<file path="src/mem_pkg.sv">
package mem_pkg;

  localparam int LINE_WORDS = 4;  // Words per cache line

  typedef logic [31:0] data_t;
  typedef logic [19:0] vpn_t;
  typedef logic [7:0]  ppn_t;
  typedef logic [19:0] paddr_t;
  typedef logic [11:0] tag_t;       // paddr[19:8]
  typedef logic [7:0]  line_idx_t;

  typedef struct packed {
    vpn_t        vpn;
    logic [11:0] page_off;
  } vaddr_page_t;

  // Index and offset sit inside the page offset, so no aliasing
  typedef struct packed {
    vpn_t        vpn;
    line_idx_t   line_sel;
    logic [3:0]  byte_off;
  } vaddr_cache_t;

  typedef union packed {
    vaddr_page_t  page;
    vaddr_cache_t cache;
  } vaddr_u;

  typedef enum logic [1:0] {
    BYTE = 2'd0,
    HALF = 2'd1,
    WORD = 2'd2
  } access_size_t;

  // RISC-V mcause codes
  typedef enum logic [3:0] {
    LOAD_PAGE_FAULT  = 4'd13,
    STORE_PAGE_FAULT = 4'd15
  } excpt_cause_t;

endpackage

</file>
<file path="src/xlate_if.sv">
`timescale 1ns/1ns

interface xlate_if import mem_pkg::*; ();
  vpn_t vpn;
  logic lookup_en;
  logic hit;       // Valid one cycle after lookup_en
  ppn_t ppn;
  logic writable;

  modport control (
    output vpn, lookup_en,
    input  hit, ppn, writable
  );

  modport lookup (
    input  vpn, lookup_en,
    output hit, ppn, writable
  );
endinterface

</file>
<file path="src/cache_if.sv">
`timescale 1ns/1ns

interface cache_if import mem_pkg::*; ();
  logic                   rd_en;
  line_idx_t              rd_index;
  logic                   rd_valid;
  tag_t                   rd_tag;
  data_t [LINE_WORDS-1:0] rd_line;

  logic                   refill_en;
  line_idx_t              refill_index;
  logic [1:0]             refill_word_sel;
  data_t                  refill_data;
  tag_t                   refill_tag;

  logic                   wr_en;
  line_idx_t              wr_index;
  logic [1:0]             wr_word_sel;
  data_t                  wr_data;
  logic [3:0]             wr_strb;

  modport control (
    output rd_en, rd_index,
    output refill_en, refill_index, refill_word_sel, refill_data, refill_tag,
    output wr_en, wr_index, wr_word_sel, wr_data, wr_strb,
    input  rd_valid, rd_tag, rd_line
  );

  modport array (
    input  rd_en, rd_index,
    input  refill_en, refill_index, refill_word_sel, refill_data, refill_tag,
    input  wr_en, wr_index, wr_word_sel, wr_data, wr_strb,
    output rd_valid, rd_tag, rd_line
  );
endinterface

</file>
<file path="src/dtlb.sv">
`timescale 1ns/1ns

module dtlb import mem_pkg::*; #(
  parameter int TLB_ENTRIES = 4
) (
  input  logic    clk_i,
  input  logic    rst_i,
  input  logic    fill_en_i,
  input  vpn_t    fill_vpn_i,
  input  ppn_t    fill_ppn_i,
  input  logic    fill_writable_i,
  xlate_if.lookup xl
);

  localparam int PTR_W = (TLB_ENTRIES > 1) ? $clog2(TLB_ENTRIES) : 1;

  logic [TLB_ENTRIES-1:0] valid_q;
  logic [TLB_ENTRIES-1:0] writable_q;
  vpn_t                   vpn_q [TLB_ENTRIES];
  ppn_t                   ppn_q [TLB_ENTRIES];
  logic [PTR_W-1:0]       rr_ptr_q;

  logic [TLB_ENTRIES-1:0] match;
  logic [TLB_ENTRIES-1:0] fill_match;
  logic [PTR_W-1:0]       fill_idx;
  ppn_t                   hit_ppn;
  logic                   hit_writable;

  logic hit_q;
  ppn_t ppn_out_q;
  logic writable_out_q;

  always_comb begin
    fill_idx     = rr_ptr_q;
    hit_ppn      = '0;
    hit_writable = 1'b0;
    for (int i = 0; i < TLB_ENTRIES; i++) begin
      match[i]      = valid_q[i] && (vpn_q[i] == xl.vpn);
      fill_match[i] = valid_q[i] && (vpn_q[i] == fill_vpn_i);
      if (fill_match[i]) fill_idx = PTR_W'(i);  // Refresh existing mapping
      if (match[i]) begin
        hit_ppn      = ppn_q[i];
        hit_writable = writable_q[i];
      end
    end
  end

  always_ff @(posedge clk_i) begin
    if (!rst_i) begin
      valid_q  <= '0;
      rr_ptr_q <= '0;
    end else if (fill_en_i) begin
      valid_q[fill_idx] <= 1'b1;
      if (!(|fill_match)) begin
        rr_ptr_q <= (rr_ptr_q == PTR_W'(TLB_ENTRIES - 1)) ? '0 : rr_ptr_q + 1'b1;
      end
    end
  end

  always_ff @(posedge clk_i) begin
    if (fill_en_i) begin
      vpn_q[fill_idx]      <= fill_vpn_i;
      ppn_q[fill_idx]      <= fill_ppn_i;
      writable_q[fill_idx] <= fill_writable_i;
    end
  end

  // Registered lookup result
  always_ff @(posedge clk_i) begin
    if (!rst_i) begin
      hit_q <= 1'b0;
    end else if (xl.lookup_en) begin
      hit_q          <= |match;
      ppn_out_q      <= hit_ppn;
      writable_out_q <= hit_writable;
    end
  end

  assign xl.hit      = hit_q;
  assign xl.ppn      = ppn_out_q;
  assign xl.writable = writable_out_q;

  // Fill replacement by vpn keeps entries unique
  a_one_match: assert property (@(posedge clk_i) disable iff (!rst_i)
    xl.lookup_en |-> $onehot0(match));

endmodule

</file>
<file path="src/dcache_array.sv">
`timescale 1ns/1ns

module dcache_array import mem_pkg::*; #(
  parameter int N_LINES = 16
) (
  input  logic   clk_i,
  input  logic   rst_i,
  cache_if.array ca
);

  localparam int IDX_W = $clog2(N_LINES);

  logic [N_LINES-1:0]     valid_q;
  tag_t                   tag_q  [N_LINES];
  data_t [LINE_WORDS-1:0] data_q [N_LINES];

  logic [IDX_W-1:0] rd_idx;
  logic [IDX_W-1:0] rf_idx;
  logic [IDX_W-1:0] wr_idx;
  logic             rf_last;

  assign rd_idx  = ca.rd_index[IDX_W-1:0];
  assign rf_idx  = ca.refill_index[IDX_W-1:0];
  assign wr_idx  = ca.wr_index[IDX_W-1:0];
  assign rf_last = (ca.refill_word_sel == 2'(LINE_WORDS - 1));

  // Line is invalid while partly refilled
  always_ff @(posedge clk_i) begin
    if (!rst_i) begin
      valid_q <= '0;
    end else if (ca.refill_en) begin
      if (rf_last) valid_q[rf_idx] <= 1'b1;
      else if (ca.refill_word_sel == 2'd0) valid_q[rf_idx] <= 1'b0;
    end
  end

  always_ff @(posedge clk_i) begin
    if (ca.refill_en) begin
      data_q[rf_idx][ca.refill_word_sel] <= ca.refill_data;
      if (rf_last) tag_q[rf_idx] <= ca.refill_tag;
    end
    if (ca.wr_en) begin
      for (int b = 0; b < 4; b++) begin
        if (ca.wr_strb[b]) data_q[wr_idx][ca.wr_word_sel][8*b +: 8] <= ca.wr_data[8*b +: 8];
      end
    end
  end

  // Synchronous read by virtual index
  always_ff @(posedge clk_i) begin
    if (!rst_i) begin
      ca.rd_valid <= 1'b0;
    end else if (ca.rd_en) begin
      ca.rd_valid <= valid_q[rd_idx];
    end
  end

  always_ff @(posedge clk_i) begin
    if (ca.rd_en) begin
      ca.rd_tag  <= tag_q[rd_idx];
      ca.rd_line <= data_q[rd_idx];
    end
  end

endmodule

</file>
<file path="src/mem_ctrl.sv">
`timescale 1ns/1ns

module mem_ctrl import mem_pkg::*; (
  input  logic         clk_i,
  input  logic         rst_i,
  input  logic         vm_en_i,
  input  logic         req_i,
  input  vaddr_u       vaddr_i,
  input  data_t        wdata_i,
  input  logic         is_store_i,
  input  access_size_t size_i,
  output logic         ack_o,
  output data_t        rdata_o,
  output logic         excpt_o,
  output excpt_cause_t cause_o,
  output logic         mem_req_o,
  output logic         mem_we_o,
  output paddr_t       mem_addr_o,
  output data_t        mem_wdata_o,
  output logic [3:0]   mem_strb_o,
  input  logic         mem_ack_i,
  input  data_t        mem_rdata_i,
  xlate_if.control     xl,
  cache_if.control     ca
);

  typedef enum logic [2:0] {IDLE, LOOKUP, DECIDE, REFILL, WRITE, ACK} state_t;

  state_t       state_q;
  logic         ack_q;
  logic         excpt_q;
  logic         mem_req_q;
  logic [1:0]   word_cnt_q;
  paddr_t       paddr_q;
  data_t        rdata_q;
  excpt_cause_t cause_q;

  paddr_t     paddr_d;
  logic       fault;
  logic       tag_hit;
  logic [1:0] word_sel;
  logic [3:0] base_strb;
  logic [3:0] store_strb;
  data_t      store_data;
  logic       mem_got_ack;
  logic       mem_released;

  assign word_sel = vaddr_i.cache.byte_off[3:2];
  assign paddr_d  = vm_en_i ? {xl.ppn, vaddr_i.page.page_off}
                            : {vaddr_i.page.vpn[7:0], vaddr_i.page.page_off};
  assign fault    = vm_en_i && (!xl.hit || (is_store_i && !xl.writable));
  assign tag_hit  = ca.rd_valid && (ca.rd_tag == paddr_d[19:8]);

  always_comb begin
    case (size_i)
      BYTE:    base_strb = 4'b0001;
      HALF:    base_strb = 4'b0011;
      default: base_strb = 4'b1111;
    endcase
  end

  assign store_strb   = base_strb << vaddr_i.cache.byte_off[1:0];
  assign store_data   = wdata_i << {vaddr_i.cache.byte_off[1:0], 3'b000};  // Byte lanes
  assign mem_got_ack  = mem_req_q && mem_ack_i;
  assign mem_released = !mem_req_q && !mem_ack_i;

  // TLB and array start together on the virtual address
  assign xl.lookup_en = (state_q == LOOKUP);
  assign xl.vpn       = vaddr_i.page.vpn;
  assign ca.rd_en     = (state_q == LOOKUP);
  assign ca.rd_index  = vaddr_i.cache.line_sel;

  assign ca.refill_en       = (state_q == REFILL) && mem_got_ack;
  assign ca.refill_index    = vaddr_i.cache.line_sel;
  assign ca.refill_word_sel = word_cnt_q;
  assign ca.refill_data     = mem_rdata_i;
  assign ca.refill_tag      = paddr_q[19:8];

  // Line updates at the edge where mem_req_o rises
  assign ca.wr_en       = (state_q == DECIDE) && is_store_i && !fault && tag_hit;
  assign ca.wr_index    = vaddr_i.cache.line_sel;
  assign ca.wr_word_sel = word_sel;
  assign ca.wr_data     = store_data;
  assign ca.wr_strb     = store_strb;

  always_ff @(posedge clk_i) begin
    if (!rst_i) begin
      state_q    <= IDLE;
      ack_q      <= 1'b0;
      excpt_q    <= 1'b0;
      mem_req_q  <= 1'b0;
      word_cnt_q <= '0;
    end else begin
      case (state_q)
        IDLE:   if (req_i) state_q <= LOOKUP;
        LOOKUP: state_q <= DECIDE;
        DECIDE: begin
          word_cnt_q <= '0;
          if (fault) begin
            excpt_q <= 1'b1;
            ack_q   <= 1'b1;
            state_q <= ACK;
          end else if (is_store_i) begin
            mem_req_q <= 1'b1;  // Write through, hit or miss
            state_q   <= WRITE;
          end else if (tag_hit) begin
            ack_q   <= 1'b1;
            state_q <= ACK;
          end else begin
            mem_req_q <= 1'b1;
            state_q   <= REFILL;
          end
        end
        REFILL: begin
          if (mem_got_ack) begin
            mem_req_q <= 1'b0;
          end else if (mem_released) begin
            if (word_cnt_q == 2'(LINE_WORDS - 1)) begin
              ack_q   <= 1'b1;
              state_q <= ACK;
            end else begin
              word_cnt_q <= word_cnt_q + 2'd1;
              mem_req_q  <= 1'b1;
            end
          end
        end
        WRITE: begin
          if (mem_got_ack) begin
            mem_req_q <= 1'b0;
          end else if (mem_released) begin
            ack_q   <= 1'b1;
            state_q <= ACK;
          end
        end
        ACK: begin
          if (!req_i) begin
            ack_q   <= 1'b0;
            excpt_q <= 1'b0;
            state_q <= IDLE;
          end
        end
        default: state_q <= IDLE;
      endcase
    end
  end

  always_ff @(posedge clk_i) begin
    if (state_q == DECIDE) begin
      paddr_q <= paddr_d;
      cause_q <= is_store_i ? STORE_PAGE_FAULT : LOAD_PAGE_FAULT;
      rdata_q <= (fault || is_store_i) ? '0 : ca.rd_line[word_sel];
    end else if (ca.refill_en && (word_cnt_q == word_sel)) begin
      rdata_q <= mem_rdata_i;  // Requested word on its way in
    end
  end

  assign ack_o       = ack_q;
  assign rdata_o     = rdata_q;
  assign excpt_o     = excpt_q;
  assign cause_o     = cause_q;
  assign mem_req_o   = mem_req_q;
  assign mem_we_o    = (state_q == WRITE);
  assign mem_addr_o  = (state_q == WRITE) ? {paddr_q[19:2], 2'b00}
                                          : {paddr_q[19:4], word_cnt_q, 2'b00};
  assign mem_wdata_o = store_data;
  assign mem_strb_o  = (state_q == WRITE) ? store_strb : 4'b0000;

  // Request and address held until memory answers
  a_req_held: assert property (@(posedge clk_i) disable iff (!rst_i)
    mem_req_o && !mem_ack_i |=> mem_req_o && $stable(mem_addr_o) && $stable(mem_we_o));

endmodule

</file>
<file path="src/mem_stage.sv">
`timescale 1ns/1ns

module mem_stage import mem_pkg::*; #(
  parameter int N_LINES     = 16,
  parameter int TLB_ENTRIES = 4
) (
  input  logic         clk_i,
  input  logic         rst_i,
  input  logic         vm_en_i,
  input  logic         req_i,
  input  vaddr_u       vaddr_i,
  input  data_t        wdata_i,
  input  logic         is_store_i,
  input  access_size_t size_i,
  output logic         ack_o,
  output data_t        rdata_o,
  output logic         excpt_o,
  output excpt_cause_t cause_o,
  input  logic         fill_en_i,
  input  vpn_t         fill_vpn_i,
  input  ppn_t         fill_ppn_i,
  input  logic         fill_writable_i,
  output logic         mem_req_o,
  output logic         mem_we_o,
  output paddr_t       mem_addr_o,
  output data_t        mem_wdata_o,
  output logic [3:0]   mem_strb_o,
  input  logic         mem_ack_i,
  input  data_t        mem_rdata_i
);

  xlate_if xl_if ();
  cache_if ca_if ();

  dtlb #(
    .TLB_ENTRIES(TLB_ENTRIES)
  ) u_dtlb (
    .clk_i           (clk_i),
    .rst_i           (rst_i),
    .fill_en_i       (fill_en_i),
    .fill_vpn_i      (fill_vpn_i),
    .fill_ppn_i      (fill_ppn_i),
    .fill_writable_i (fill_writable_i),
    .xl              (xl_if)
  );

  dcache_array #(
    .N_LINES(N_LINES)
  ) u_dcache_array (
    .clk_i (clk_i),
    .rst_i (rst_i),
    .ca    (ca_if)
  );

  mem_ctrl u_mem_ctrl (
    .clk_i       (clk_i),
    .rst_i       (rst_i),
    .vm_en_i     (vm_en_i),
    .req_i       (req_i),
    .vaddr_i     (vaddr_i),
    .wdata_i     (wdata_i),
    .is_store_i  (is_store_i),
    .size_i      (size_i),
    .ack_o       (ack_o),
    .rdata_o     (rdata_o),
    .excpt_o     (excpt_o),
    .cause_o     (cause_o),
    .mem_req_o   (mem_req_o),
    .mem_we_o    (mem_we_o),
    .mem_addr_o  (mem_addr_o),
    .mem_wdata_o (mem_wdata_o),
    .mem_strb_o  (mem_strb_o),
    .mem_ack_i   (mem_ack_i),
    .mem_rdata_i (mem_rdata_i),
    .xl          (xl_if),
    .ca          (ca_if)
  );

endmodule

</file>
<file path="config.mk">
export PLATFORM = sky130hd
export DESIGN_NAME = mem_stage
export DESIGN_NICKNAME = d
export VERILOG_FILES = /design/src/mem_pkg.sv /design/src/xlate_if.sv /design/src/cache_if.sv /design/src/dtlb.sv /design/src/dcache_array.sv /design/src/mem_ctrl.sv /design/src/mem_stage.sv
export SDC_FILE = /design/constraint.sdc
export NUM_CORES = 2
export LEC_CHECK = 0
export BUFFER_PORTS_ARGS = -buffer_cell sky130_fd_sc_hd__buf_2
export CAP_MARGIN = 5
export CORE_AREA = 4 4 437 439
export CTS_BUF_LIST = sky130_fd_sc_hd__clkbuf_8
export CTS_CLUSTER_DIAMETER = 80
export CTS_CLUSTER_SIZE = 14
export DETAILED_ROUTE_END_ITERATION = 10
export DIE_AREA = 0 0 441 443
export PLACE_DENSITY = 0.71
export SLEW_MARGIN = 20
export SYNTH_ARGS = -nofsm -noshare
export SYNTH_HDL_FRONTEND = slang
export SYNTH_SLANG_ARGS = --single-unit
export TNS_END_PERCENT = 20
</file>
<file path="constraint.sdc">
create_clock -name clk_i -period 4.3 [get_ports clk_i]
set_input_delay 0 -clock clk_i [delete_from_list [all_inputs] [get_ports clk_i]]
set_output_delay 0 -clock clk_i [all_outputs]
set_load 0.01 [all_outputs]
</file>
Yosys cells after proc, flatten, opt, wreduce, memory -nomap -nowiden:

Memories as Yosys holds them, arrays and structs flattened. A register that Yosys moved wholly into a read port is not among the register bits.
Cells that the tools add are included.

* flip-flop bits (word level): 101
* memory bits (writable): 2352
* bits of input ports: 134
* logic and storage cells: 1239
* memories: 4

* add/sub/neg operators: 2
* magnitude comparators: 8
* equal/unequal tests: 34
* shift-type cells: 2
* muxes and demuxes: 608
* bitwise operators: 517
* reductions and logical operators: 48

Memories
* u_dcache_array.data_q: depth 16, bits a word 128, rd ports 1, clocked after Yosys merged registers in 1, write ports 1, line dcache_array.sv:15 `data_t [LINE_WORDS-1:0] data_q [N_LINES];`
* u_dcache_array.tag_q: depth 16, bits a word 12, rd ports 1, clocked after Yosys merged registers in 1, write ports 1, line dcache_array.sv:14 `tag_t tag_q [N_LINES];`
* u_dtlb.vpn_q: depth 4, bits a word 20, rd ports 4, clocked after Yosys merged registers in 0, write ports 1, line dtlb.sv:19 `vpn_t vpn_q [TLB_ENTRIES];`
* u_dtlb.ppn_q: depth 4, bits a word 8, rd ports 4, clocked after Yosys merged registers in 0, write ports 1, line dtlb.sv:20 `ppn_t ppn_q [TLB_ENTRIES];`

Operator list (number)
* 2-to-1 mux 128 bit: 5
* 2-to-1 mux 1 bit: 550
* OR 1 bit: 512
* demux 32 bit (select 2 bit): 5
* 2-to-1 mux 32 bit: 6
* equality test 20 bit: 8
* binary-select mux 32 bit (select 2 bit): 1
* 2-to-1 mux 16 bit: 3
* 2-to-1 mux 8 bit: 5
* << shifter 32 x 5 -> 32 bit: 1
* 2-to-1 mux 3 bit: 10
* 2-to-1 mux 24 bit: 1
* logical AND 1 bit: 22
* 2-to-1 mux 20 bit: 1
* 2-to-1 mux 2 bit: 9
* one-hot mux 3 bit (6 select lines): 1
* AND 16 bit: 1
* inverter 16 bit: 1
* OR 16 bit: 1
* != test 2 bit, second input constant: 7
* equality test 12 bit: 1
* less-than comparator 2 x 3 -> 1 bit, second input constant: 3
* AND reduction 9 bit: 1
* 2-to-1 mux 4 bit: 2
* other kinds (39): 62

Longest topological paths before layout:

* depth after elaboration: 13
* depth in mapped cells: 11
* gate-level depth less buffers: 7

Modules after synthesis:

Synthesis repeated with hierarchy kept, for this count alone.

* cells, all modules: 7608
* area total of the unflattened synthesis: 129834.5 µm²

By module, submodules not included
* dcache_array: instances 1, cells an instance 6718, area an instance 118467.4 µm², sequential area each 71808.9 µm²
* dtlb: instances 1, cells an instance 413, area an instance 6203.4 µm², sequential area each 3893.7 µm²
* mem_ctrl: instances 1, cells an instance 477, area an instance 5163.7 µm², sequential area each 1691.6 µm²

Least setup slack after synthesis:

OpenSTA, ideal clock, no wires.

* kind: reg-to-reg
* start: memory u_dtlb.vpn_q[2][11] in the netlist's numbering
* end: memory u_dtlb.ppn_q[0][0] in the netlist's numbering, enable pin
* setup time: 462 ps
* arrival: 3772 ps
* path slack: 66 ps
* cell stages (with the launch flop): 7
* buffers on the path: 0
* period minus slack after synthesis: 4234 ps
* cells stage by stage: edfxtp_1 > xnor2_1 > nand4_1 > nor4_1 > nand2_1 > a311o_1 > a211oi_1

RTL lines (line)
* from (decl): dtlb.sv:19
* to (decl): dtlb.sv:20

Worst setup path after layout:

* start: input port vaddr_i[18] in the netlist's numbering
* end: memory u_dcache_array.data_q[14][36] in the netlist's numbering, enable pin

* word-level cells in the longest chain between the ends: 10
* elaborated cells between the ends (all ways): 16
* those cells by class: eq/ne (1); mux (9); bitwise (4); reduce/logical (2)

Ends and longest elaborated chain
* from (decl): line mem_stage.sv:11 `input vaddr_u vaddr_i,`
* 2-to-1 mux 20 bit (*): line mem_ctrl.sv:49 `assign paddr_d = vm_en_i ? {xl.ppn, vaddr_i.page.page_off}`
* net u_mem_ctrl.paddr_d[18]: line mem_ctrl.sv:38 `paddr_t paddr_d;`
* equality test 12 bit (*): line mem_ctrl.sv:52 `assign tag_hit = ca.rd_valid && (ca.rd_tag == paddr_d[19:8]);`
* logical AND 1 bit (*): line mem_ctrl.sv:52
* logical AND 1 bit (*): line mem_ctrl.sv:80 `assign ca.wr_en = (state_q == DECIDE) && is_store_i && !fault && tag_hit;`
* 2-to-1 mux 1 bit: line dcache_array.sv:42 `if (ca.wr_en) begin`
* 2-to-1 mux 128 bit (implied by the code): line dcache_array.sv:44 `if (ca.wr_strb[b]) data_q[wr_idx][ca.wr_word_sel][8*b +: 8] <= ca.wr_data[8*b +: 8];`
* OR 1 bit (no line) (3 in series)
* OR 1 bit (no line) (*)
* to (decl): line dcache_array.sv:15

The timed path passes the listed nets; every way through them passes the cells marked *.

==> impl_metrics.ini <==
[place]
pre_cts_slack_ns = 0.3990
dp_cells = 7473
gp_congestion = 0.8306
portBuffers = 224
hpwl_mm = 165.6

[cts]
cts_max_level = 4
cts_tree = built
cts_inserted_buffers = 203
path_clk_slew_ns = 0.09
post_cts_buffers = 0
post_cts_resize_count = 0
cts_sinks = 2588
insertion_delay_ns = 1.01
clockBufferDepth = 3
clockRootBuffer = clkbuf_8

[sta]
setup_tns_ns = 0
slew_headroom_pct = 14.42
rsz0062_at_grt = no
max_freq_ghz = 0.2581
finalCritPeriodShare_pct = 90.09
finalMaxSlewViolations = 0
hold_viol_final = 0
period_needed_ns = 3.874
setup_viol = 0
fin_skew_ns = 0.07680
fin_ws_ns = 0.4261
worst_slew_pin_slew_ns = 1.279

[synthesis]
synth-seq-cells = 2588
ys_warn_count = 0
synth.area.mux_share_pct = 17.92
synth_commonest_cells = edfxtp_1, mux4_2, nor2_1
synth_area_leaders = edfxtp_1, mux4_2, nor2_1
yosysMostFrequentCell = edfxtp_1
synth-simple-area-share_pct = 2.571
synth_top_family_by_area = multiplexers
netlist.area_leader.share_pct = 75.12
synth_cell_types = 56
synth_top_cell_by_area = edfxtp_1
synth_compound_area_share_pct = 0.9577
synth_adder_area_share_pct = 0.08572
postSynth.asyncResetShare_pct = 0
synth_edf_count = 2556
synth-xor-area-share_pct = 1.492
synth_area_per_cell_um2 = 21.92
synth_cells = 4662
netlist_area_um2 = 102200
synth-main-ff-cell = edfxtp_1
yosysSeqAreaShare_pct = 75.75

[worst_setup_path]
cp-start-kind = primary input
crit_path_end_kind = flop
cp.required_ns = 4.91
rrSetupSlack_ns = 0.45
critical_path_class = primary input to flop
worstPathArrival_ns = 4.48
crit_fanout = 16

[worst_hold_path]
hp-class = primary input to flop

[floorplan]
die_h_um = 443
ios = 230
start_util_pct = 54.58
rows = 159
die_area_um2 = 195400
fp.coreArea_um2 = 187200
die_w_um = 441

[detailed_routing]
via_per_inst = 6.330
ant_nets = 0
route.detailed.drc = 0
vias = 50150
drtIter0Drc = 6578
first_pass_iters = 7
routed_wl_mm = 253.2
wl_per_cell_um = 31.96

[layout]
utilization_pct = 60.58
final_cells = 7922
drive_gt1_share_pct = 32.40
area_delta_synth_final_pct = 11.00
n_fill_cell = 12887
final_nets = 5510

[grt]
grt_use_total_pct = 26.18
antenna_found_initial = 15
grt_max_degree = 126
grt_pass1_vias = 50830
grt_pass1_wl_mm = 364.9
grt_overflow = 0

[power_and_ir_drop]
total_power_w = 0.04487
leakage_nw = 35.65
p_per_area_nw_per_um2 = 395.6
ir_worst_vdd_mv = 0.2854

[run]
maxCapViolCount = 0

[outcome]
status = completed
[power by group]
| group | internal, W | switching, W | leakage [nW] |
|---|---|---|---|
| Combinational | 0.00149 | 0.00244 | 10.6 |
| Clock | 0.00434 | 0.00757 | 1.71 |
| Sequential | 0.0285 | 0.000491 | 23.3 |
[final timing paths]
| kind | from | cells after the start | end |
|---|---|---|---|
| worst max-delay path | vaddr_i[18] | 12 | u_dcache_array.data_q[14][36] |
| worst min register to register | u_dtlb.xl.hit | 2 | u_dtlb.xl.hit |
| worst min-delay path | wdata_i[15] | 4 | u_dcache_array.data_q[0][55] |
| worst max register to register | u_dtlb.xl.ppn[3] | 9 | u_dcache_array.data_q[14][36] |
[timing repair]
action | 4_1_cts | 5_1_grt
endpoints found under the hold margin | 2436 | 64
hold buffers | 185 | 1
endpoints found under the setup margin | 0 | 0
[logic make-up after synthesis]
family,count (synthesis)
buf+inv,292
mux,893
flops,2588
other cells,2
compound gates,147
simple gates,559
xor+xnor,174
fa+ha+maj,7
[critical path, cell delays in order]
cell           delay (ns)
dlygate4sd3_1        0.57
buf_2                0.19
dlygate4sd3_1        0.60
mux2_2               0.29
xor2_1               0.16
nor4_2               0.69
nand4_4              0.32
buf_4                0.31
nor3_2               0.29
buf_4                0.25
nor2_2               0.15
nor2_1               0.62
[state kept, by name, summed over array words and instances (netlist names), named ones only]
register / count
u_dcache_array.data_q: 2048
u_dcache_array.tag_q: 192
u_dcache_array.ca.rd_line: 128
u_dtlb.vpn_q: 80
u_dtlb.ppn_q: 32
u_mem_ctrl.rdata_o: 32
u_mem_ctrl.paddr_q: 18
u_dcache_array.ca.rd_tag: 12
u_dtlb.xl.ppn: 8
u_dtlb.valid_q: 4
u_dtlb.writable_q: 4
u_mem_ctrl.state_q: 3
u_dtlb.rr_ptr_q: 2
u_mem_ctrl.ca.refill_word_sel: 2
u_dcache_array.ca.rd_valid: 1
u_dtlb.xl.hit: 1
u_dtlb.xl.writable: 1
u_mem_ctrl.ack_o: 1
u_mem_ctrl.cause_o: 1
u_mem_ctrl.excpt_o: 1
u_mem_ctrl.mem_req_o: 1
[cells in the final DEF, fill, tap and decap left out, types with 17 or more instances in the layout]
| master | n |
|---|---|
| a21oi_1 | 33 |
| a21oi_2 | 25 |
| a22o_1 | 41 |
| buf_2 | 219 |
| buf_4 | 351 |
| clkbuf_8 | 205 |
| dfxtp_1 | 32 |
| dlygate4sd3_1 | 186 |
| edfxtp_1 | 2556 |
| inv_1 | 49 |
| mux2_2 | 122 |
| mux2i_1 | 34 |
| mux4_2 | 737 |
| nand2_1 | 17 |
| nand4_1 | 23 |
| nor2_1 | 373 |
| nor4_1 | 23 |
| xnor2_1 | 84 |
| xor2_1 | 90 |
[layer usage]
| metal | global-route usage [%] | up-vias | share of wire [%] |
|---|---|---|---|
| met5 | 0 | - | 0.028 |
| met4 | 11.77 | 10 | 5.0 |
| met3 | 4.931 | 528 | 8.0 |
| met2 | 42.24 | 2399 | 50 |
| met1 | 35.15 | 26662 | 37 |
| li1 | - | 20551 | - |
[area by class of cell]
type / instances / area (µm²) / area share (%)
tap: 2495 / 3122 / 2.753
inverter: 18 / 72.57 / 0.06399
clock inverter: 51 / 306.5 / 0.2703
sequential: 2588 / 77390 / 68.25
antenna: 8 / 20.02 / 0.01765
multi-input combinational: 1785 / 23770 / 20.96
timing repair buffer: 773 / 5912 / 5.213
clock buffer: 204 / 2808 / 2.476
[stage by stage]
| step | area, µm² | hold WS (ns) |
|---|---|---|
| after floorplan | 102200 | 0.09887 |
| after global placement | 108300 | 0.2191 |
| after detailed placement | 108300 | 0.2190 |
| after CTS | 113300 | 0.002694 |
| after global routing | 113400 | 0.01271 |
| final | 113400 | 0.07099 |
Power figures use the tool's default switching activity.
